--- config.mk ---
export PLATFORM = sky130hd
export DESIGN_NAME = id_stage
export DESIGN_NICKNAME = d
export VERILOG_FILES = /design/src/sys_pkg.sv /design/src/decoder.sv /design/src/regfile.sv /design/src/id_latch.sv /design/src/id_stage.sv
export VERILOG_INCLUDE_DIRS = /design/src
export SDC_FILE = /design/constraint.sdc
export NUM_CORES = 2
export LEC_CHECK = 0
export BUFFER_PORTS_ARGS = -buffer_cell sky130_fd_sc_hd__buf_2
export CORE_ASPECT_RATIO = 0.75
export CORE_UTILIZATION = 55
export CTS_CLUSTER_DIAMETER = 40
export DETAILED_ROUTE_END_ITERATION = 16
export GPL_ROUTABILITY_DRIVEN = 0
export PLACE_DENSITY_LB_ADDON = 0.05
export SETUP_SLACK_MARGIN = 0.02
export SLEW_MARGIN = 20
export SYNTH_ARGS = -nofsm -noshare
export SYNTH_HDL_FRONTEND = slang
export SYNTH_SLANG_ARGS = --single-unit
export TNS_END_PERCENT = 50
--- constraint.sdc ---
create_clock -name clock -period 3.2 [get_ports clock]
set_clock_uncertainty 0.2 [all_clocks]
set_input_delay 0.32 -clock clock [delete_from_list [all_inputs] [get_ports clock]]
set_output_delay 0.32 -clock clock [all_outputs]
set_load 0.03 [all_outputs]
--- src/rv32_isa.svh ---
// rv32 isa patterns: casez match values for the supported rv32im instructions and wfi
`ifndef RV32_ISA_SVH
`define RV32_ISA_SVH

// fields: funct7 _ rs2 _ rs1 _ funct3 _ rd _ opcode
// u and j types
`define RV32_LUI    32'b????????????????????_?????_0110111
`define RV32_AUIPC  32'b????????????????????_?????_0010111
`define RV32_JAL    32'b????????????????????_?????_1101111
`define RV32_JALR   32'b???????_?????_?????_000_?????_1100111
// conditional branches
`define RV32_BEQ    32'b???????_?????_?????_000_?????_1100011
`define RV32_BNE    32'b???????_?????_?????_001_?????_1100011
`define RV32_BLT    32'b???????_?????_?????_100_?????_1100011
`define RV32_BGE    32'b???????_?????_?????_101_?????_1100011
`define RV32_BLTU   32'b???????_?????_?????_110_?????_1100011
`define RV32_BGEU   32'b???????_?????_?????_111_?????_1100011
// loads and stores
`define RV32_LB     32'b???????_?????_?????_000_?????_0000011
`define RV32_LH     32'b???????_?????_?????_001_?????_0000011
`define RV32_LW     32'b???????_?????_?????_010_?????_0000011
`define RV32_LBU    32'b???????_?????_?????_100_?????_0000011
`define RV32_LHU    32'b???????_?????_?????_101_?????_0000011
`define RV32_SB     32'b???????_?????_?????_000_?????_0100011
`define RV32_SH     32'b???????_?????_?????_001_?????_0100011
`define RV32_SW     32'b???????_?????_?????_010_?????_0100011
// register immediate ops
`define RV32_ADDI   32'b???????_?????_?????_000_?????_0010011
`define RV32_SLTI   32'b???????_?????_?????_010_?????_0010011
`define RV32_SLTIU  32'b???????_?????_?????_011_?????_0010011
`define RV32_XORI   32'b???????_?????_?????_100_?????_0010011
`define RV32_ORI    32'b???????_?????_?????_110_?????_0010011
`define RV32_ANDI   32'b???????_?????_?????_111_?????_0010011
`define RV32_SLLI   32'b0000000_?????_?????_001_?????_0010011
`define RV32_SRLI   32'b0000000_?????_?????_101_?????_0010011
`define RV32_SRAI   32'b0100000_?????_?????_101_?????_0010011
// register register ops
`define RV32_ADD    32'b0000000_?????_?????_000_?????_0110011
`define RV32_SUB    32'b0100000_?????_?????_000_?????_0110011
`define RV32_SLL    32'b0000000_?????_?????_001_?????_0110011
`define RV32_SLT    32'b0000000_?????_?????_010_?????_0110011
`define RV32_SLTU   32'b0000000_?????_?????_011_?????_0110011
`define RV32_XOR    32'b0000000_?????_?????_100_?????_0110011
`define RV32_SRL    32'b0000000_?????_?????_101_?????_0110011
`define RV32_SRA    32'b0100000_?????_?????_101_?????_0110011
`define RV32_OR     32'b0000000_?????_?????_110_?????_0110011
`define RV32_AND    32'b0000000_?????_?????_111_?????_0110011
// m extension, divides are not supported
`define RV32_MUL    32'b0000001_?????_?????_000_?????_0110011
`define RV32_MULH   32'b0000001_?????_?????_001_?????_0110011
`define RV32_MULHSU 32'b0000001_?????_?????_010_?????_0110011
`define RV32_MULHU  32'b0000001_?????_?????_011_?????_0110011
// system
`define RV32_CSRRW  32'b???????_?????_?????_001_?????_1110011
`define RV32_CSRRS  32'b???????_?????_?????_010_?????_1110011
`define RV32_CSRRC  32'b???????_?????_?????_011_?????_1110011
`define RV32_WFI    32'b0001000_00101_00000_000_00000_1110011

`endif

--- src/sys_pkg.sv ---
// sys_pkg: shared widths, instruction views, control enums and pipeline packets for decode
package sys_pkg;

	//////////////////////////////////////////////////
	// widths and fixed values
	//////////////////////////////////////////////////

	// data path width for rv32
	localparam int xlen = 32;
	// x0 always reads zero
	localparam logic [4:0] zero_reg = 5'd0;
	// addi x0, x0, 0 is the canonical noop
	localparam logic [31:0] nop_inst = 32'h0000_0013;

	//////////////////////////////////////////////////
	// instruction formats
	//////////////////////////////////////////////////

	// one packed union, each view splits the same 32 bits by format
	typedef union packed {
		struct packed {
			logic [6:0] funct7;
			logic [4:0] rs2;
			logic [4:0] rs1;
			logic [2:0] funct3;
			logic [4:0] rd;
			logic [6:0] opcode;
		} r;
		struct packed {
			logic [11:0] imm;
			logic [4:0]  rs1;
			logic [2:0]  funct3;
			logic [4:0]  rd;
			logic [6:0]  opcode;
		} i;
		struct packed {
			// imm[11:5]
			logic [6:0] imm_hi;
			logic [4:0] rs2;
			logic [4:0] rs1;
			logic [2:0] funct3;
			// imm[4:0]
			logic [4:0] imm_lo;
			logic [6:0] opcode;
		} s;
		struct packed {
			// branch offsets are scrambled, bit 0 is implied zero
			logic       imm12;
			logic [5:0] imm10_5;
			logic [4:0] rs2;
			logic [4:0] rs1;
			logic [2:0] funct3;
			logic [3:0] imm4_1;
			logic       imm11;
			logic [6:0] opcode;
		} b;
		struct packed {
			// upper 20 bits, low 12 are zero
			logic [19:0] imm;
			logic [4:0]  rd;
			logic [6:0]  opcode;
		} u;
		struct packed {
			logic       imm20;
			logic [9:0] imm10_1;
			logic       imm11;
			logic [7:0] imm19_12;
			logic [4:0] rd;
			logic [6:0] opcode;
		} j;
	} inst_t;

	//////////////////////////////////////////////////
	// control encodings
	//////////////////////////////////////////////////

	// operand a source
	typedef enum logic [1:0] {
		opa_is_rs1  = 2'h0,
		opa_is_npc  = 2'h1,
		opa_is_pc   = 2'h2,
		opa_is_zero = 2'h3
	} alu_opa_select_t;

	// operand b source, also picks the immediate format
	typedef enum logic [2:0] {
		opb_is_rs2   = 3'h0,
		opb_is_i_imm = 3'h1,
		opb_is_s_imm = 3'h2,
		opb_is_b_imm = 3'h3,
		opb_is_u_imm = 3'h4,
		opb_is_j_imm = 3'h5
	} alu_opb_select_t;

	// rd field or no destination at all
	typedef enum logic {
		dest_rd   = 1'b0,
		dest_none = 1'b1
	} dest_reg_sel_t;

	// alu and multiplier functions, add is the noop value
	typedef enum logic [4:0] {
		alu_add    = 5'h00,
		alu_sub    = 5'h01,
		alu_slt    = 5'h02,
		alu_sltu   = 5'h03,
		alu_and    = 5'h04,
		alu_or     = 5'h05,
		alu_xor    = 5'h06,
		alu_sll    = 5'h07,
		alu_srl    = 5'h08,
		alu_sra    = 5'h09,
		alu_mul    = 5'h0a,
		alu_mulh   = 5'h0b,
		alu_mulhsu = 5'h0c,
		alu_mulhu  = 5'h0d
	} alu_func_t;

	// execution channel the rs dispatches into
	typedef enum logic [2:0] {
		ch_alu  = 3'h0,
		ch_mult = 3'h1,
		ch_ld   = 3'h2,
		ch_st   = 3'h3,
		ch_br   = 3'h4
	} channel_t;

	//////////////////////////////////////////////////
	// pipeline packets
	//////////////////////////////////////////////////

	// fetch to decode, 97 bits
	typedef struct packed {
		inst_t            inst;
		logic [xlen-1:0]  pc;
		logic [xlen-1:0]  npc;
		logic             valid;
	} if_id_packet_t;

	// rob retire write into the register file, 38 bits
	typedef struct packed {
		logic             valid;
		logic [4:0]       dest_reg_idx;
		logic [xlen-1:0]  dest_reg_value;
	} rob2reg_packet_t;

	// decoder output bundle
	typedef struct packed {
		alu_opa_select_t  opa_select;
		alu_opb_select_t  opb_select;
		dest_reg_sel_t    dest_reg;
		alu_func_t        alu_func;
		logic             rd_mem;
		logic             wr_mem;
		logic             cond_branch;
		logic             uncond_branch;
		logic             csr_op;
		logic             halt;
		logic             illegal;
		logic             valid;
		channel_t         channel;
	} decode_ctrl_t;

	// registered decode packet toward rename and dispatch
	typedef struct packed {
		inst_t            inst;
		logic [xlen-1:0]  pc;
		logic [xlen-1:0]  npc;
		logic [xlen-1:0]  rs1_value;
		logic [xlen-1:0]  rs2_value;
		logic [xlen-1:0]  imm;
		alu_opa_select_t  opa_select;
		alu_opb_select_t  opb_select;
		logic [4:0]       dest_reg_idx;
		alu_func_t        alu_func;
		logic             rd_mem;
		logic             wr_mem;
		logic             cond_branch;
		logic             uncond_branch;
		logic             csr_op;
		logic             halt;
		logic             illegal;
		logic             valid;
		channel_t         channel;
	} id_packet_t;

	// btb notify for branches and jumps
	typedef struct packed {
		logic [xlen-1:0]  pc;
		logic             valid;
	} id2btb_packet_t;

endpackage

--- src/decoder.sv ---
// decoder: combinational map from fetched instruction bits to datapath control and channel
`include "rv32_isa.svh"

module decoder import sys_pkg::*; (
	input  if_id_packet_t if_packet,
	output decode_ctrl_t  ctrl
);

	always_comb begin
		// noop defaults, each pattern overrides only what it needs
		ctrl.opa_select    = opa_is_rs1;
		ctrl.opb_select    = opb_is_rs2;
		ctrl.dest_reg      = dest_none;
		ctrl.alu_func      = alu_add;
		ctrl.rd_mem        = 1'b0;
		ctrl.wr_mem        = 1'b0;
		ctrl.cond_branch   = 1'b0;
		ctrl.uncond_branch = 1'b0;
		ctrl.csr_op        = 1'b0;
		ctrl.halt          = 1'b0;
		ctrl.illegal       = 1'b0;
		ctrl.channel       = ch_alu;

		// an invalid slot decodes as a noop and never flags illegal
		if (if_packet.valid) begin
			casez (if_packet.inst)
				`RV32_LUI: begin
					ctrl.dest_reg   = dest_rd;
					ctrl.opa_select = opa_is_zero;
					ctrl.opb_select = opb_is_u_imm;
				end
				`RV32_AUIPC: begin
					ctrl.dest_reg   = dest_rd;
					ctrl.opa_select = opa_is_pc;
					ctrl.opb_select = opb_is_u_imm;
				end
				// jumps write the link register
				`RV32_JAL: begin
					ctrl.dest_reg      = dest_rd;
					ctrl.opa_select    = opa_is_pc;
					ctrl.opb_select    = opb_is_j_imm;
					ctrl.uncond_branch = 1'b1;
					ctrl.channel       = ch_br;
				end
				`RV32_JALR: begin
					ctrl.dest_reg      = dest_rd;
					ctrl.opb_select    = opb_is_i_imm;
					ctrl.uncond_branch = 1'b1;
					ctrl.channel       = ch_br;
				end
				`RV32_BEQ, `RV32_BNE, `RV32_BLT, `RV32_BGE, `RV32_BLTU, `RV32_BGEU: begin
					ctrl.opa_select  = opa_is_pc;
					ctrl.opb_select  = opb_is_b_imm;
					ctrl.cond_branch = 1'b1;
					ctrl.channel     = ch_br;
				end
				// address is rs1 plus the offset in both memory cases
				`RV32_LB, `RV32_LH, `RV32_LW, `RV32_LBU, `RV32_LHU: begin
					ctrl.dest_reg   = dest_rd;
					ctrl.opb_select = opb_is_i_imm;
					ctrl.rd_mem     = 1'b1;
					ctrl.channel    = ch_ld;
				end
				`RV32_SB, `RV32_SH, `RV32_SW: begin
					ctrl.opb_select = opb_is_s_imm;
					ctrl.wr_mem     = 1'b1;
					ctrl.channel    = ch_st;
				end
				// immediate alu ops share dest and operand b
				`RV32_ADDI, `RV32_SLTI, `RV32_SLTIU, `RV32_XORI, `RV32_ORI, `RV32_ANDI,
				`RV32_SLLI, `RV32_SRLI, `RV32_SRAI: begin
					ctrl.dest_reg   = dest_rd;
					ctrl.opb_select = opb_is_i_imm;
					casez (if_packet.inst)
						`RV32_SLTI:  ctrl.alu_func = alu_slt;
						`RV32_SLTIU: ctrl.alu_func = alu_sltu;
						`RV32_XORI:  ctrl.alu_func = alu_xor;
						`RV32_ORI:   ctrl.alu_func = alu_or;
						`RV32_ANDI:  ctrl.alu_func = alu_and;
						`RV32_SLLI:  ctrl.alu_func = alu_sll;
						`RV32_SRLI:  ctrl.alu_func = alu_srl;
						`RV32_SRAI:  ctrl.alu_func = alu_sra;
						default:     ctrl.alu_func = alu_add;
					endcase
				end
				`RV32_ADD:    ctrl.dest_reg = dest_rd;
				`RV32_SUB: begin
					ctrl.dest_reg = dest_rd;
					ctrl.alu_func = alu_sub;
				end
				`RV32_SLL, `RV32_SLT, `RV32_SLTU, `RV32_XOR,
				`RV32_SRL, `RV32_SRA, `RV32_OR, `RV32_AND: begin
					ctrl.dest_reg = dest_rd;
					casez (if_packet.inst)
						`RV32_SLL:  ctrl.alu_func = alu_sll;
						`RV32_SLT:  ctrl.alu_func = alu_slt;
						`RV32_SLTU: ctrl.alu_func = alu_sltu;
						`RV32_XOR:  ctrl.alu_func = alu_xor;
						`RV32_SRL:  ctrl.alu_func = alu_srl;
						`RV32_SRA:  ctrl.alu_func = alu_sra;
						`RV32_OR:   ctrl.alu_func = alu_or;
						default:    ctrl.alu_func = alu_and;
					endcase
				end
				// multiplies go to the mult channel
				`RV32_MUL, `RV32_MULH, `RV32_MULHSU, `RV32_MULHU: begin
					ctrl.dest_reg = dest_rd;
					ctrl.channel  = ch_mult;
					casez (if_packet.inst)
						`RV32_MULH:   ctrl.alu_func = alu_mulh;
						`RV32_MULHSU: ctrl.alu_func = alu_mulhsu;
						`RV32_MULHU:  ctrl.alu_func = alu_mulhu;
						default:      ctrl.alu_func = alu_mul;
					endcase
				end
				// csr ops only carry the flag, no csr state here
				`RV32_CSRRW, `RV32_CSRRS, `RV32_CSRRC: ctrl.csr_op = 1'b1;
				`RV32_WFI: ctrl.halt = 1'b1;
				default:   ctrl.illegal = 1'b1;
			endcase
		end

		// illegal encodings never leave decode as valid work
		ctrl.valid = if_packet.valid & ~ctrl.illegal;
	end

endmodule

--- src/regfile.sv ---
// regfile: 32 x xlen register file, two combinational reads, one retire write, x0 tied to zero
module regfile import sys_pkg::*; (
	input  logic            clock,
	input  logic            reset,
	input  logic [4:0]      rda_idx,
	input  logic [4:0]      rdb_idx,
	output logic [xlen-1:0] rda_out,
	output logic [xlen-1:0] rdb_out,
	input  rob2reg_packet_t wr
);

	// x0 has no storage
	logic [xlen-1:0] registers [1:31];

	// one read port: zero, then bypass, then storage
	function automatic logic [xlen-1:0] read_port(input logic [4:0] idx);
		if (idx == zero_reg) begin
			return '0;
		end
		// retire write in flight this cycle wins
		if (wr.valid && (wr.dest_reg_idx == idx)) begin
			return wr.dest_reg_value;
		end
		return registers[idx];
	endfunction

	always_comb begin
		rda_out = read_port(rda_idx);
		rdb_out = read_port(rdb_idx);
	end

	//////////////////////////////////////////////////
	// write port
	//////////////////////////////////////////////////

	always_ff @(posedge clock) begin
		if (reset) begin
			for (int i = 1; i < 32; i++) begin
				registers[i] <= '0;
			end
		end else if (wr.valid && (wr.dest_reg_idx != zero_reg)) begin
			// writes aimed at x0 fall through here
			registers[wr.dest_reg_idx] <= wr.dest_reg_value;
		end
	end

endmodule

--- src/id_latch.sv ---
// id_latch: forms immediate and dest index, builds decode and btb packets, registers them
module id_latch import sys_pkg::*; (
	input  logic            clock,
	input  logic            reset,
	input  logic            stall,
	input  if_id_packet_t   if_packet,
	input  decode_ctrl_t    ctrl,
	input  logic [xlen-1:0] rs1_value,
	input  logic [xlen-1:0] rs2_value,
	output id_packet_t      id_packet,
	output id2btb_packet_t  btb_packet
);

	inst_t           inst;
	logic [xlen-1:0] imm;
	id_packet_t      id_next;
	id2btb_packet_t  btb_next;

	assign inst = if_packet.inst;

	// sign-extended immediate in the format operand b asks for
	always_comb begin
		case (ctrl.opb_select)
			opb_is_i_imm: imm = {{20{inst.i.imm[11]}}, inst.i.imm};
			opb_is_s_imm: imm = {{20{inst.s.imm_hi[6]}}, inst.s.imm_hi, inst.s.imm_lo};
			opb_is_b_imm: imm = {{19{inst.b.imm12}}, inst.b.imm12, inst.b.imm11,
				inst.b.imm10_5, inst.b.imm4_1, 1'b0};
			opb_is_u_imm: imm = {inst.u.imm, 12'b0};
			opb_is_j_imm: imm = {{11{inst.j.imm20}}, inst.j.imm20, inst.j.imm19_12,
				inst.j.imm11, inst.j.imm10_1, 1'b0};
			// rs2 operand carries no immediate
			default:      imm = '0;
		endcase
	end

	//////////////////////////////////////////////////
	// next packets
	//////////////////////////////////////////////////

	always_comb begin
		id_next.inst          = if_packet.inst;
		id_next.pc            = if_packet.pc;
		id_next.npc           = if_packet.npc;
		id_next.rs1_value     = rs1_value;
		id_next.rs2_value     = rs2_value;
		id_next.imm           = imm;
		id_next.opa_select    = ctrl.opa_select;
		id_next.opb_select    = ctrl.opb_select;
		// stores and branches land on x0
		id_next.dest_reg_idx  = (ctrl.dest_reg == dest_rd) ? inst.r.rd : zero_reg;
		id_next.alu_func      = ctrl.alu_func;
		id_next.rd_mem        = ctrl.rd_mem;
		id_next.wr_mem        = ctrl.wr_mem;
		id_next.cond_branch   = ctrl.cond_branch;
		id_next.uncond_branch = ctrl.uncond_branch;
		id_next.csr_op        = ctrl.csr_op;
		id_next.halt          = ctrl.halt;
		id_next.illegal       = ctrl.illegal;
		id_next.valid         = ctrl.valid;
		id_next.channel       = ctrl.channel;
		// btb only hears about control flow
		btb_next.pc           = if_packet.pc;
		btb_next.valid        = ctrl.valid & (ctrl.cond_branch | ctrl.uncond_branch);
	end

	// pipeline register, holds while stalled
	always_ff @(posedge clock) begin
		if (reset) begin
			// all-zero fields already decode as a noop apart from the instruction
			id_packet      <= '0;
			id_packet.inst <= nop_inst;
			btb_packet     <= '0;
		end else if (!stall) begin
			id_packet  <= id_next;
			btb_packet <= btb_next;
		end
	end

endmodule

--- src/id_stage.sv ---
// id_stage: instruction decode top, decoder and register file in parallel feeding the latch
module id_stage import sys_pkg::*; (
	input  logic            clock,
	input  logic            reset,
	input  logic            stall,
	input  if_id_packet_t   if_id_packet_in,
	input  rob2reg_packet_t rob_retire_packet_in,
	output id_packet_t      id_packet_out,
	output id2btb_packet_t  id2btb_packet_out
);

	decode_ctrl_t    dec_ctrl;
	logic [xlen-1:0] rs1_value;
	logic [xlen-1:0] rs2_value;

	// control from the raw instruction
	decoder u_decoder (
		.if_packet (if_id_packet_in),
		.ctrl      (dec_ctrl)
	);

	// operand reads use the r view, retire writes come from the rob
	regfile u_regfile (
		.clock   (clock),
		.reset   (reset),
		.rda_idx (if_id_packet_in.inst.r.rs1),
		.rdb_idx (if_id_packet_in.inst.r.rs2),
		.rda_out (rs1_value),
		.rdb_out (rs2_value),
		.wr      (rob_retire_packet_in)
	);

	// merge and register
	id_latch u_id_latch (
		.clock      (clock),
		.reset      (reset),
		.stall      (stall),
		.if_packet  (if_id_packet_in),
		.ctrl       (dec_ctrl),
		.rs1_value  (rs1_value),
		.rs2_value  (rs2_value),
		.id_packet  (id_packet_out),
		.btb_packet (id2btb_packet_out)
	);

endmodule

==> flow_summary.yaml <==
final_layout:
  fin_nets: 4905
  syn_to_final_growth_pct: 17.8
  fin_cells: 6440
  finish.utilization_pct: 65.4
  drive_gt1_share_pct: 31.2
critical_path:
  cp_max_fo: 11
  ff2ff_setup_slack_ns: 0.87
  path_cells: "dlygate4sd3_1 -> buf_2 -> nor4bb_4 -> nand2_4 -> a2111o_1 -> a41oi_4 -> buf_4 -> a21oi_1 -> o21ai_1"
  critical_path_class: "in2reg"
  path_delay_family: "compound AO/OA/AOI/OAI gates"
  end_kind: "flop"
  cp_slowest_stage_delay_ns: 0.68
  critPathSlowestCell: "nor4bb_4"
  required_ns: 3.72
  critical_path_arrival_ns: 3.22
  cp_num_buf_inv: 3
  startpoint_type: "primary input"
floorplanning:
  coreArea_um2: 114000
  initial_utilization_pct: 55.6
  die-area_um2: 116000
  io_pins: 389
  fp.dieH_um: 295
  row_count: 107
  die_w_um: 393
logic_synthesis:
  synth_area_um2: 63100
  synth-edff-count: 1024
  ys_warn_count: 0
  yosysSeqAreaShare_pct: 55.6
  synth.top_cell.area_share_pct: 48.7
  ys_seq_elements: 1242
  synthCells: 4317
  synth.most_common_cell: "edfxtp_1"
  synthTopCellsByArea: "edfxtp_1 49%, mux4_2 21%, and2_1 9.8%"
  synth_cell_types: 76
  async_reset_ff_share_pct: 0
  ys_top_cells_by_count: "1024 x edfxtp_1, 993 x and2_1, 576 x mux4_2"
  ys.flop_type: "edfxtp_1"
  synth_top_area_cell: "edfxtp_1"
  synth.avg_cell_area_um2: 14.6
cts:
  cts_root_buffer: "clkbuf_16"
  clkTransAtPathRegs_ns: 0.06
  h-tree-depth: 4
  cts_resized: 0
  cts_max_path_buffers: 3
  clock_latency_ns: 0.81
  cts_buffers: 151
  cts_tree: "built"
  clock_sinks: 1242
placed_design:
  pre_cts_slack_ns: 0.346
  dp.cells: 6014
  place.port_buffers: 387
  hpwl_mm: 131
pwr:
  power_switching_w: 0.0107
  pwr-share-comb_pct: 12.3
  p_leak_nw: 27.2
  ir_drop_uv: 555
  internal-power_w: 0.0312
  power_density_nw_per_um2: 563
  seqPwrFrac_pct: 45.1
  switching_share_pct: 25.5
  pwr-share-clk_pct: 42.6
global_route:
  grt_pass1_wl_mm: 306
  grt_pass1_vias: 40231
  grt_max_degree: 100
  antenna_found_initial: 26
  grt.overflow.total: 0
  grtUsageTotal_pct: 38.2
detailed_routing:
  route.detailed.drc: 0
  ant_nets: 0
  drt_wl_total_mm: 222
  via_count: 42858
  vias_per_cell: 6.65
  drt_pass1_iterations: 6
  drtIter0Drc: 6942
  wl_per_cell_um: 34.4
timing:
  fin_ws_ns: 0.495
  period_needed_ns: 2.71
  tns_ns: 0
  finalSetupViolCount: 0
  worst_slew_pin_slew_ns: 1.12
  drv_slew: 0
  hold_viol: 0
  rsz0062_at_grt: "false"
  slew_headroom_pct: 25.5
  fmax_mhz: 370
  fin_crit_sh_pct: 84.5
status:
  status: "finished clean"
flow_run:
  maxCapViolCount: 0
hold_path:
  min_path_type: "in2reg"
flip-flops by register name (all words and copies together), names as in the netlist:
signal / cells
u_id_latch.btb_packet: 33
u_id_latch.id_packet: 185
u_regfile.registers: 1024
cell usage in the layout (no fill, tap or decap), drive strengths merged, types with 36 or more instances in the layout:
master       netlist  layout
clkbuf           313     184
edfxtp          1024    1024
mux4             576     576
dlygate4sd3        0     126
nor2b             73      73
buf              164     617
nor2             178     178
clkinv             0      43
and2             993     993
nand2             82      82
o31ai             36      36
dfxtp            218     218
a211oi            64      64
a21oi             94      94
o21ai             59      59
a22oi             52      52
mux2i            190     190
worst register-to-register path, stage by stage (launching register included):
cell      delay [ns]
edfxtp_1        0.39
mux4_2          0.48
nor2b_1         0.14
a211oi_1        0.50
a21oi_1         0.08
o22ai_1         0.21
buf_4           0.15
o31ai_1         0.06
through the flow:
step	hold slack, ns	power [W]	instance area (µm²)
CTS	0.0316	0.0418	74300
finish	0.0816	0.0418	74400
detailed placement	0.237	0.0241	67900
floorplan	0.219	0.0221	63300
global placement	0.233	0.0240	67900
global route	0.0616	0.0428	74300
path summary, 6_finish.rpt:
| check | startpoint | to | cells after the start |
|---|---|---|---|
| setup / recovery | if_id_packet_in[67] | u_id_latch.id_packet[56] | 9 |
| hold / removal | if_id_packet_in[83] | u_id_latch.id_packet[204] | 4 |
| setup reg to reg | u_regfile.registers[3][7] | u_id_latch.id_packet[65] | 7 |
| hold reg to reg | u_id_latch.id_packet[47] | u_id_latch.id_packet[47] | 2 |
cells by family after synthesis:
group	share of synthesized area (%)
compound gates	4.00
flops	55.6
other cells	0.00594
mux	23.6
simple gates	13.3
xor+xnor	0.153
buf+inv	3.38
power groups by stage:
stage | Sequential, W | Combinational, W | Clock [W]
final | 0.0189 | 0.00514 | 0.0178
after global routing | 0.0190 | 0.00531 | 0.0186
after CTS | 0.0188 | 0.00507 | 0.0179
after detailed placement | 0.0192 | 0.00492 | 0
after global placement | 0.0191 | 0.00490 | 0
after floorplan | 0.0193 | 0.00283 | 0
what timing repair did:
item / in CTS / in global routing
buffers inserted: 0 / 0
endpoints found under the hold margin: 1071 / 0
hold buffers: 126 / 0
layer usage:
metal	wire [µm]	part of all wire (%)	vias to the layer above	track usage (%)
li1	-	-	17327	-
met1	84900	38	22019	54.1
met2	98100	44	3048	55.0
met3	30900	14	458	12.4
met4	7920	3.6	6	14.5
met5	29	0.013	-	0.620
layout make-up:
type                    instances  area (µm²)
fillers                      8124       39300
flip-flops and latches       1242       35100
multi-input cells            2622       26300
repair buffers                743        5840
clock buffers                 184        4120
well taps                    1526        1910
clock inverters                95        1040
diodes                         21        52.6
inverters                       7        26.3
Power figures use the tool's default switching activity.
